--- config.mk ---
export PLATFORM = sky130hd
export DESIGN_NAME = mpf_top
export DESIGN_NICKNAME = d
export VERILOG_FILES = /design/src/rtl/mpf_pkg.sv /design/src/rtl/mpf_rob.sv /design/src/rtl/mpf_edge_fiu.sv /design/src/rtl/mpf_csr.sv /design/src/rtl/mpf_top.sv
export SDC_FILE = /design/constraint.sdc
export NUM_CORES = 1
export LEC_CHECK = 0
export BUFFER_PORTS_ARGS = -buffer_cell sky130_fd_sc_hd__buf_2
export CAP_MARGIN = 30
export CORE_MARGIN = 2
export CORE_UTILIZATION = 56
export CTS_CLUSTER_SIZE = 8
export DETAILED_ROUTE_END_ITERATION = 12
export GPL_ROUTABILITY_DRIVEN = 0
export PLACE_DENSITY = 0.73
export RECOVER_POWER = 25
export SETUP_SLACK_MARGIN = 0.5
export SYNTH_ARGS = -nofsm -noshare
export SYNTH_HDL_FRONTEND = slang
export SYNTH_SLANG_ARGS = --single-unit
--- constraint.sdc ---
create_clock -name clk -period 9.08 [get_ports clk]
set_clock_uncertainty 0.1 [all_clocks]
set_input_delay 1.362 -clock clk [delete_from_list [all_inputs] [get_ports clk]]
set_output_delay 1.362 -clock clk [all_outputs]
set_load 0.05 [all_outputs]
--- src/rtl/mpf_pkg.sv ---
/*
 * Memory-side shim stack shared definitions
 * Holds the request and response structs for the AFU, FIU and MMIO
 * ports along with the depths, widths and register map
 */
package mpf_pkg;

    // ====================
    // Sizing
    // ====================

    // Reorder slots, which is also the size of the AFU credit pool
    localparam int rob_depth = 16;
    // One tag per reorder slot
    localparam int tag_w = 4;
    // Request entries the FIU can hold at once
    localparam int fiu_credits = 8;
    // Wide enough to hold the full FIU credit pool
    localparam int credit_w = 4;
    // Width of the in-flight count handed to the register block
    localparam int in_flight_w = 5;

    // ====================
    // Register map
    // ====================

    localparam logic [31:0] feature_id = 32'h4d50_4601;

    localparam logic [1:0] csr_id = 2'd0;
    localparam logic [1:0] csr_scratch = 2'd1;
    localparam logic [1:0] csr_done = 2'd2;
    localparam logic [1:0] csr_in_flight = 2'd3;

    // ====================
    // Port structs
    // ====================

    // The AFU keeps its own metadata, the FIU only ever sees the tag
    typedef struct packed {
        logic [31:0] addr;
        logic [7:0] mdata;
    } afu_req_t;

    typedef struct packed {
        logic [31:0] data;
        logic [7:0] mdata;
    } afu_rsp_t;

    typedef struct packed {
        logic [31:0] addr;
        logic [tag_w-1:0] tag;
    } fiu_req_t;

    typedef struct packed {
        logic [31:0] data;
        logic [tag_w-1:0] tag;
    } fiu_rsp_t;

    typedef struct packed {
        logic write;
        logic [1:0] reg_sel;
        logic [31:0] wdata;
    } mmio_req_t;

endpackage

--- src/rtl/mpf_rob.sv ---
/*
 * Read reorder buffer
 * Allocates one slot per AFU read and uses the slot index as the FIU tag.
 * Keeps the AFU metadata in the slot and hands responses back to the AFU
 * strictly in request order, returning one AFU credit per response
 */
`timescale 1ns/1ps

module mpf_rob (
    input  logic clk,
    input  logic rst_n,
    input  logic afu_req_valid,
    input  mpf_pkg::afu_req_t afu_req,
    input  logic edge_ready,
    input  logic fiu_rsp_valid,
    input  mpf_pkg::fiu_rsp_t fiu_rsp,
    output logic rob_req_valid,
    output mpf_pkg::fiu_req_t rob_req,
    output logic afu_rsp_valid,
    output mpf_pkg::afu_rsp_t afu_rsp,
    output logic afu_credit,
    output logic read_done
);

    // Per-slot request copy and returned data
    mpf_pkg::afu_req_t slot_req [mpf_pkg::rob_depth];
    logic [31:0] slot_data [mpf_pkg::rob_depth];
    // Set when the FIU response for a slot has landed
    logic [mpf_pkg::rob_depth-1:0] slot_filled;

    // Allocation, issue and drain all walk the slots in the same order
    logic [mpf_pkg::tag_w-1:0] alloc_ptr;
    logic [mpf_pkg::tag_w-1:0] issue_ptr;
    logic [mpf_pkg::tag_w-1:0] drain_ptr;

    logic pending;
    logic load_en;
    logic drain_en;
    logic [31:0] issue_addr;

    // ====================
    // Issue toward the edge
    // ====================

    // Slots allocated but not yet moved into the holding register
    assign pending = (alloc_ptr != issue_ptr);

    // The holding register takes a new request when it is empty or when
    // the edge stage consumes its current one in this cycle
    assign load_en = (!rob_req_valid || edge_ready) && (pending || afu_req_valid);

    // With nothing queued the new AFU request bypasses its slot, which keeps
    // the request path at one cycle through this stage
    assign issue_addr = pending ? slot_req[issue_ptr].addr : afu_req.addr;

    // ====================
    // Drain toward the AFU
    // ====================

    // Only the oldest slot may drain, and only once its data is back
    assign drain_en = slot_filled[drain_ptr];

    // Slot storage needs no reset because the filled flags guard it
    always_ff @(posedge clk) begin
        if (afu_req_valid) begin
            slot_req[alloc_ptr] <= afu_req;
        end
        if (fiu_rsp_valid) begin
            slot_data[fiu_rsp.tag] <= fiu_rsp.data;
        end
    end

    // Payload registers follow their valid bits
    always_ff @(posedge clk) begin
        if (load_en) begin
            rob_req.addr <= issue_addr;
            rob_req.tag <= issue_ptr;
        end
        if (drain_en) begin
            afu_rsp.data <= slot_data[drain_ptr];
            afu_rsp.mdata <= slot_req[drain_ptr].mdata;
        end
    end

    always_ff @(posedge clk) begin
        if (!rst_n) begin
            alloc_ptr <= '0;
            issue_ptr <= '0;
            drain_ptr <= '0;
            slot_filled <= '0;
            rob_req_valid <= 1'b0;
            afu_rsp_valid <= 1'b0;
        end else begin
            // AFU credits guarantee a free slot for every request
            if (afu_req_valid) begin
                alloc_ptr <= alloc_ptr + 1'b1;
            end

            if (load_en) begin
                issue_ptr <= issue_ptr + 1'b1;
                rob_req_valid <= 1'b1;
            end else if (edge_ready) begin
                rob_req_valid <= 1'b0;
            end

            // Fill and drain never touch the same slot in one cycle
            if (drain_en) begin
                slot_filled[drain_ptr] <= 1'b0;
                drain_ptr <= drain_ptr + 1'b1;
            end
            if (fiu_rsp_valid) begin
                slot_filled[fiu_rsp.tag] <= 1'b1;
            end

            afu_rsp_valid <= drain_en;
        end
    end

    // A delivered response frees its slot, so the credit and the completion
    // event go out with the response itself
    assign afu_credit = afu_rsp_valid;
    assign read_done = afu_rsp_valid;

endmodule

--- src/rtl/mpf_edge_fiu.sv ---
/*
 * FIU edge stage
 * Holds the request register toward the FIU, spends one FIU credit per
 * issued request and counts reads that are issued but not yet answered
 */
`timescale 1ns/1ps

module mpf_edge_fiu (
    input  logic clk,
    input  logic rst_n,
    input  logic rob_req_valid,
    input  mpf_pkg::fiu_req_t rob_req,
    input  logic fiu_credit,
    input  logic fiu_rsp_valid,
    output logic edge_ready,
    output logic fiu_req_valid,
    output mpf_pkg::fiu_req_t fiu_req,
    output logic [mpf_pkg::in_flight_w-1:0] in_flight_count
);

    // Output register occupancy
    logic out_valid;
    // Free request entries on the FIU side
    logic [mpf_pkg::credit_w-1:0] credit_cnt;
    logic take;
    logic issue;

    // ====================
    // Handshake
    // ====================

    // The held request goes out as soon as a credit is available
    assign issue = out_valid && (credit_cnt != '0);
    assign fiu_req_valid = issue;

    // Ready when the register is empty or is emptied by an issue this cycle
    assign edge_ready = !out_valid || (credit_cnt != '0);
    assign take = rob_req_valid && edge_ready;

    // The request payload needs no reset
    always_ff @(posedge clk) begin
        if (take) begin
            fiu_req <= rob_req;
        end
    end

    // ====================
    // Counters
    // ====================

    always_ff @(posedge clk) begin
        if (!rst_n) begin
            out_valid <= 1'b0;
            // The FIU starts out with all its entries free
            credit_cnt <= mpf_pkg::credit_w'(mpf_pkg::fiu_credits);
            in_flight_count <= '0;
        end else begin
            if (take) begin
                out_valid <= 1'b1;
            end else if (issue) begin
                out_valid <= 1'b0;
            end

            // A returned credit and an issue in one cycle cancel out
            credit_cnt <= credit_cnt
                        + mpf_pkg::credit_w'(fiu_credit)
                        - mpf_pkg::credit_w'(issue);

            // Counts from issue until the FIU response arrives
            in_flight_count <= in_flight_count
                             + mpf_pkg::in_flight_w'(issue)
                             - mpf_pkg::in_flight_w'(fiu_rsp_valid);
        end
    end

endmodule

--- src/rtl/mpf_csr.sv ---
/*
 * MMIO register block
 * Serves the feature identifier, a scratch register, the completed-read
 * counter and the current in-flight count, with read data one cycle later
 */
`timescale 1ns/1ps

module mpf_csr (
    input  logic clk,
    input  logic rst_n,
    input  logic mmio_valid,
    input  mpf_pkg::mmio_req_t mmio_req,
    input  logic read_done,
    input  logic [mpf_pkg::in_flight_w-1:0] in_flight_count,
    output logic mmio_rsp_valid,
    output logic [31:0] mmio_rsp_data
);

    logic [31:0] scratch;
    // Responses delivered to the AFU since reset or the last clear
    logic [31:0] done_cnt;
    logic [31:0] rd_data;
    logic wr_en;
    logic rd_en;

    assign wr_en = mmio_valid && mmio_req.write;
    assign rd_en = mmio_valid && !mmio_req.write;

    // ====================
    // Read mux
    // ====================

    always_comb begin
        case (mmio_req.reg_sel)
            mpf_pkg::csr_id: rd_data = mpf_pkg::feature_id;
            mpf_pkg::csr_scratch: rd_data = scratch;
            mpf_pkg::csr_done: rd_data = done_cnt;
            default: rd_data = 32'(in_flight_count);
        endcase
    end

    // ====================
    // Register state
    // ====================

    always_ff @(posedge clk) begin
        if (!rst_n) begin
            scratch <= '0;
            done_cnt <= '0;
            mmio_rsp_valid <= 1'b0;
        end else begin
            if (wr_en && (mmio_req.reg_sel == mpf_pkg::csr_scratch)) begin
                scratch <= mmio_req.wdata;
            end

            // A host clear wins over a completion in the same cycle
            if (wr_en && (mmio_req.reg_sel == mpf_pkg::csr_done)) begin
                done_cnt <= '0;
            end else if (read_done) begin
                done_cnt <= done_cnt + 1'b1;
            end

            // Writes get no response
            mmio_rsp_valid <= rd_en;
        end
    end

    // The read data only matters while mmio_rsp_valid is high
    always_ff @(posedge clk) begin
        if (rd_en) begin
            mmio_rsp_data <= rd_data;
        end
    end

endmodule

--- src/rtl/mpf_top.sv ---
/*
 * Memory-side shim stack top level
 * Places the reorder buffer and the FIU edge stage on the read path
 * between the AFU and the FIU and hangs the MMIO register block beside them
 */
`timescale 1ns/1ps

module mpf_top (
    input  logic clk,
    input  logic rst_n,
    // AFU side
    input  logic afu_req_valid,
    input  mpf_pkg::afu_req_t afu_req,
    output logic afu_credit,
    output logic afu_rsp_valid,
    output mpf_pkg::afu_rsp_t afu_rsp,
    // FIU side
    output logic fiu_req_valid,
    output mpf_pkg::fiu_req_t fiu_req,
    input  logic fiu_credit,
    input  logic fiu_rsp_valid,
    input  mpf_pkg::fiu_rsp_t fiu_rsp,
    // Host MMIO
    input  logic mmio_valid,
    input  mpf_pkg::mmio_req_t mmio_req,
    output logic mmio_rsp_valid,
    output logic [31:0] mmio_rsp_data
);

    // Tagged request from the reorder buffer into the edge stage
    logic rob_req_valid;
    mpf_pkg::fiu_req_t rob_req;
    logic edge_ready;
    // Event and status lines into the register block
    logic read_done;
    logic [mpf_pkg::in_flight_w-1:0] in_flight_count;

    // ====================
    // AFU facing stage
    // ====================

    mpf_rob rob (
        .clk,
        .rst_n,
        .afu_req_valid,
        .afu_req,
        .edge_ready,
        .fiu_rsp_valid,
        .fiu_rsp,
        .rob_req_valid,
        .rob_req,
        .afu_rsp_valid,
        .afu_rsp,
        .afu_credit,
        .read_done
    );

    // ====================
    // FIU facing stage
    // ====================

    mpf_edge_fiu edge_fiu (
        .clk,
        .rst_n,
        .rob_req_valid,
        .rob_req,
        .fiu_credit,
        .fiu_rsp_valid,
        .edge_ready,
        .fiu_req_valid,
        .fiu_req,
        .in_flight_count
    );

    // ====================
    // Registers
    // ====================

    mpf_csr csr (
        .clk,
        .rst_n,
        .mmio_valid,
        .mmio_req,
        .read_done,
        .in_flight_count,
        .mmio_rsp_valid,
        .mmio_rsp_data
    );

endmodule

==> results of run 1 <==
where the power goes:
group / switching (mW) / internal [mW]
Sequential: 0.242 / 7.55
Combinational: 1.81 / 1.41
Clock: 2.59 / 3.88
Total: 4.65 / 12.8
final cells by class:
type	count	area, um2
Sequential cell	1405	41120
Fill cell	6113	33150
Tap cell	1265	1583
Multi-Input combinational cell	932	11760
Clock buffer	249	5092
Antenna cell	4	10.01
Timing Repair Buffer	274	1578
Clock inverter	16	324.1
Inverter	29	110.1
worst min-delay path by stage:
stage | from | to | cells past startpoint
2_1_floorplan | rob.rob_req[0]$_DFFE_PP_ | edge_fiu.fiu_req[0]$_DFFE_PP_ | 0
6_report | rob.rob_req[32]$_DFFE_PP_ | edge_fiu.fiu_req[32]$_DFFE_PP_ | 0
4_1_cts | rob.rob_req[32]$_DFFE_PP_ | edge_fiu.fiu_req[32]$_DFFE_PP_ | 0
3_5_place_dp | rob.rob_req[25]$_DFFE_PP_ | edge_fiu.fiu_req[25]$_DFFE_PP_ | 0
5_1_grt | rob.rob_req[30]$_DFFE_PP_ | edge_fiu.fiu_req[30]$_DFFE_PP_ | 0
3_3_place_gp | rob.rob_req[10]$_DFFE_PP_ | edge_fiu.fiu_req[10]$_DFFE_PP_ | 0
layer usage:
layer / vias up / part of all wire [%]
met2: 1287 / 51
met1: 13800 / 38
li1: 10920 / -
met5: - / 0.067
met3: 246 / 8.1
met4: 12 / 2.7
sequential cells by signal, indices dropped and copies added, names as in the netlist, named ones only:
name and count:
rob.slot_filled 16, edge_fiu.credit_cnt 4, rob.issue_ptr 4, rob.rob_req 36, rob.slot_req 640, rob.slot_data 512
csr.done_cnt 32, csr.scratch 32, rob.afu_rsp 40, rob.rob_req_valid 1, csr.mmio_rsp_valid 1, edge_fiu.fiu_req 36
edge_fiu.in_flight_count 5, edge_fiu.out_valid 1, csr.mmio_rsp_data 32, rob.drain_ptr 4, rob.afu_credit 1, rob.alloc_ptr 4
metrics by stage:
step           setup WS [ns]  instance area (um2)  instances  hold WS (ns)  util (%)
2_1_floorplan          4.387                53370       2494        0.3003         -
3_3_place_gp           5.441                56020       3897        0.3023     59.14
3_5_place_dp           5.378                56160       3903        0.3065     59.29
4_1_cts                5.397                61580       4168        0.2984     65.01
5_1_grt                5.256                61570       4173        0.3131     65.00
6_report               5.415                61580       4174        0.2973     65.00
kinds of logic (layout without fill, tap and decap cells):
family	Yosys count	in the layout	synth area share, %
adder cells (fa/ha/maj)	22	22	0.5439
AO/OA/AOI/OAI	154	154	2.176
XOR/XNOR	43	43	0.7056
other	0	4	0
multiplexers	411	411	15.51
buffers and inverters	157	568	1.275
flip-flops	1405	1405	77.01
AND/OR/NAND/NOR	302	302	2.787
critical path: stages, from the launching register on:
cell	delay (ns)
dfxtp_4	0.34
buf_12	0.72
mux2i_1	0.29
mux4_2	0.53
o22a_2	0.28
inv_2	0.38
buf_4	0.53
cells in the final DEF (no fill, tap or decap), drive strengths merged, types with 2 or more instances in the layout:
| cell | count |
|---|---|
| mux2i | 73 |
| clkinv | 12 |
| buf | 219 |
| o21a | 14 |
| nand3 | 19 |
| a2111oi | 2 |
| a21oi | 21 |
| a221oi | 32 |
| and4 | 6 |
| and2 | 34 |
| o21ai | 8 |
| nor2 | 79 |
| xnor2 | 19 |
| mux2 | 6 |
| diode | 4 |
| nand2b | 12 |
| nand4 | 16 |
| a21boi | 40 |
| fa | 2 |
| or3 | 4 |
| nor3 | 9 |
| a21o | 4 |
| xor2 | 24 |
| inv | 33 |
| and3 | 8 |
| nand3b | 2 |
| nand2 | 86 |
| dfxtp | 109 |
| clkbuf | 304 |
| a31oi | 2 |
| nor2b | 23 |
| a22o | 22 |
| o211ai | 2 |
| o31ai | 2 |
| ha | 20 |
| edfxtp | 1296 |
| mux4 | 332 |
==> metrics.txt, run 1 <==
outcome finished, final reports clean; Syn. warnings 0; Syn Inst Count 2494; fmax 272.9 MHz; Final Hold Viols 0; CP arrival 3.96 ns; clock latency on the worst-skew pair 0.79 ns; vias in the first global route 27220; Detail Placement HPWL 58.33 mm; GRT Total Usage 25.00%; Req. time, crit path 9.37 ns; Final ANT Viol Nets 0; Post-synth top cells 1296 x edfxtp_1, 332 x mux4_2, 109 x dfxtp_1, 86 x nand2_1, 79 x nor2_1; core area 94730 um2; GR Util met2 40.92%; Critical path origin rob.drain_ptr[1]$_SDFFE_PN0P_; PnR Total Power 17.49 mW; kind of critical path reg2reg; hold buffer count at CTS 0; dominant cell type by area after synthesis edfxtp_1; Worst-Margin Slew 1.070 ns; CTS sink count 1405; I/O pin count 229; num rows 113; final setup violating endpoints 0; largest net degree at the start of global routing 176; Setup crit end kind flop; GR peak layer met2; CP Capture Point rob.afu_rsp[35]$_DFFE_PP_; routed len/inst 29.00 um; Pleak 19.49 nW; area grow syn2layout 15.37%; Setup Fix Bufs, Post-CTS 0; 1st-iter DRT viols 2983; predominant post-synthesis flop cell edfxtp_1; post-CTS sizing 0; Yosys top cell area share 72.92%; GR Util met1 33.65%; HP Class reg2reg; TritonRoute pass-1 iters 5; Worst R2R Path Depth 6; grt met3 use 5.697%; # H-tree levels 4; power per cell area 284.0 nW/um2; number of synthesized register bits 1405; most common cell in the netlist edfxtp_1; Tmin final 3.665 ns; TritonCTS clock tree done; drt via density 6.293; Initial Util 56.34%; sequential share of the synthesized area 77.01%; total die area 97790 um2; crit start category flop; area of the mapped netlist 53370 um2; routed wire length 121.1 mm; number of library cell types mapped by synthesis 51; die width 312.7 um; layout cell share with drive strength beyond 1 28.12%; Post-synth EDFFs 1296; Vias 26270; Max Slew Vio Count 0; peak supply drop 270.8 uV; Async SR Flop Fraction 0%; crit path max fanout 175; total of max-cap violations 0; period utilisation layout 40.36%; top cells by area, synth edfxtp_1 73%, mux4_2 14%, dfxtp_1 4.1%; RSZ-0062 raised after global routing no; CTS Buffer Depth 3; flop2flop setup slack 5.42 ns; Overflow after GRT 0; nets@finish 2975; syn_area_per_cell 21.40 um2; clock-pin slew on the worst setup and hold paths 0.05 ns; cts bufs inserted 194; initial antenna violation count 12; relative slew slack 28.68%; first-pass GRT wire length 177.4 mm; syn nets 2633; Die H 312.7 um; # port buffers 228; DRC Markers 0; Reg-to-Reg Start rob.drain_ptr[1]$_SDFFE_PN0P_; Root Buffer Master clkbuf_16; Setup TNS 0 ns; RR Endpoint rob.afu_rsp[35]$_DFFE_PP_
Note: power is estimated with default switching activity, not from simulation.
==> run 2: changes to the inputs <==
clock period = 3.8 ns   (was 9.08 ns; I/O delays follow)
==> run 2 against run 1 <==
Maximum frequency grew 32%. Clock power grew 140%. Total power grew 140%. Worst setup slack lost 4.4 ns. Cell count grew 1.1%. Critical path depth grew 1. Critical endpoint is now rob.rob_req[15]$_DFFE_PP_.
==> metrics.txt, run 2 (synthesis gave the netlist of run 1 again) <==
1st-iter DRT viols 2942 (-1.4%); Setup TNS 0 ns (unchanged); CP arrival 3.13 ns (-0.83 ns); # H-tree levels 4 (unchanged); Vias 26450 (+0.71%); initial antenna violation count 12 (unchanged); cts bufs inserted 194 (unchanged); CTS Buffer Depth 3 (unchanged); GRT Total Usage 25.06% (+0.053 points); Final Hold Viols 0 (unchanged); I/O pin count 229 (unchanged); Top Registers rob.slot_req (640), rob.slot_data (512), rob.afu_rsp (40); Max stage delay on crit path 0.64 ns (-0.08 ns); max reg flops 640 (unchanged); DRC Markers 0 (unchanged); commonest non-fill, non-tap cell in the layout edfxtp_1; Filler cells 5975 (-2.3%); # port buffers 228 (unchanged); final setup violating endpoints 0 (unchanged); largest net degree at the start of global routing 71 (-60%); Pleak 19.77 nW (+1.5%); first-pass GRT wire length 179.0 mm (+0.86%); nets@finish 3031 (+1.9%); routed len/inst 28.78 um (-0.78%); Detail Placement HPWL 63.83 mm (+9.4%); outcome finished, final reports clean; clock-pin slew on the worst setup and hold paths 0.05 ns (about the same); peak supply drop 504.6 uV (+86%); core area 94730 um2 (unchanged); fmax 359.1 MHz (+32%); area grow syn2layout 16.69%; hold buffer count at CTS 32 (+32); clock latency on the worst-skew pair 0.78 ns (about the same); largest reg by FF count rob.slot_req; CTS sink count 1405 (unchanged); Root Buffer Master clkbuf_16; TritonRoute pass-1 iters 5 (unchanged); crit start category flop; vias in the first global route 27450 (+0.84%); power per cell area 671.2 nW/um2 (+140%); crit path max fanout 32 (-82%); ordered list of cells on the worst path inv_1, ha_1, nor4bb_1, nand2_1, o21ai_1, clkinv_1, buf_4; Max Slew Vio Count 0 (unchanged); layout cell share with drive strength beyond 1 28.40% (+0.27 points); routed wire length 121.5 mm (+0.34%); post-layout util 65.74% (+0.74 points); die width 312.7 um (unchanged); Req. time, crit path 4.14 ns (-5.23 ns); Seq. cell area 41120 um2 (unchanged); period utilisation layout 73.28% (+33 points); drt via density 6.267 (-0.41%); Initial Util 56.34% (unchanged); Setup crit end kind flop; Worst-Margin Slew 0.8150 ns (-0.2549 ns); CP max stage cell nor4bb_1; RSZ-0062 raised after global routing no; TritonCTS clock tree done; total die area 97790 um2 (unchanged); Tmin final 2.784 ns (-0.8802 ns); Setup Fix Bufs, Post-CTS 0 (unchanged); Die H 312.7 um (unchanged); post-CTS sizing 0 (unchanged); Overflow after GRT 0 (unchanged); most frequent cells in the layout 1296 x edfxtp_1, 332 x mux4_2, 194 x clkbuf_16; num rows 113 (unchanged); area of the multi-input gates 11760 um2 (unchanged); kind of critical path reg2reg; total of max-cap violations 0 (unchanged); relative slew slack 45.49% (+17 points); HP Class in2reg; Final ANT Viol Nets 0 (unchanged)
-- run 2: cell count changes in the layout (fill, tap and decap cells not counted), moves of 3 or more --
cell and change:
buf_4 +3, dlygate4sd3_1 +32, clkbuf_1 -8, nor3_4 +3, and2_4 -15, buf_16 -5, and2_2 +15, buf_12 +28
nor3_2 -3
-- run 2: final timing paths --
kind,startpoint,endpoint,slack (ns),cells after the start
worst max-delay path,edge_fiu.credit_cnt[2]$_SDFF_PN0_,rob.rob_req[15]$_DFFE_PP_,1.02,7
worst min-delay path,fiu_credit,edge_fiu.credit_cnt[0]$_SDFF_PN0_,0.08,3
worst max register to register,edge_fiu.credit_cnt[2]$_SDFF_PN0_,rob.rob_req[15]$_DFFE_PP_,1.02,7
worst min register to register,rob.rob_req[27]$_DFFE_PP_,edge_fiu.fiu_req[27]$_DFFE_PP_,0.31,0
-- run 2: cell type report --
cell class	count	share of cell area, %
diodes	5	0.02009
clock buffers	238	8.076
clock inverters	17	0.5686
inverters	29	0.1768
multi-input cells	932	18.88
flip-flops and latches	1405	66.03
well taps	1265	2.541
repair buffers	330	3.711
-- run 2: critical path: cells and delay by family, from the launching register on --
family	cells	cell delay, ns
flip-flops	1	0.30
adder cells (fa/ha/maj)	1	0.19
AND/OR/NAND/NOR	2	0.83
AO/OA/AOI/OAI	1	0.29
buffers and inverters	3	0.73
-- run 2: metrics by stage --
stage | setup WS, ns | std cells | cell area (um2) | hold slack [ns] | power [mW]
2_1_floorplan | 0.7905 | 2494 | 53390 | 0.3003 | 24.52
3_3_place_gp | 1.065 | 3928 | 56610 | 0.3115 | 26.43
3_5_place_dp | 1.027 | 3928 | 56610 | 0.3054 | 26.59
4_1_cts | 0.9805 | 4215 | 62310 | 0.01745 | 42.18
5_1_grt | 0.7794 | 4218 | 62270 | 0.07660 | 43.21
6_report | 1.016 | 4221 | 62280 | 0.07787 | 41.80
-- run 2: routing by layer --
| layer | global-route usage (%) | share of wire [%] | vias up | wire [um] |
|---|---|---|---|---|
| met2 | 40.66 | 50 | 1369 | 61020 |
| met4 | 7.416 | 2.2 | 14 | 2613 |
| li1 | - | - | 11010 | - |
| met1 | 34.73 | 39 | 13850 | 47660 |
| met5 | 0 | 0.072 | - | 88 |
| met3 | 5.439 | 8.3 | 212 | 10090 |
-- run 2: power breakdown --
| group | internal [mW] | switching, mW | leakage, nW |
|---|---|---|---|
| clock network | 9.27 | 6.18 | 2.60 |
| registers | 18.0 | 0.637 | 12.7 |
| logic | 3.41 | 4.25 | 4.49 |
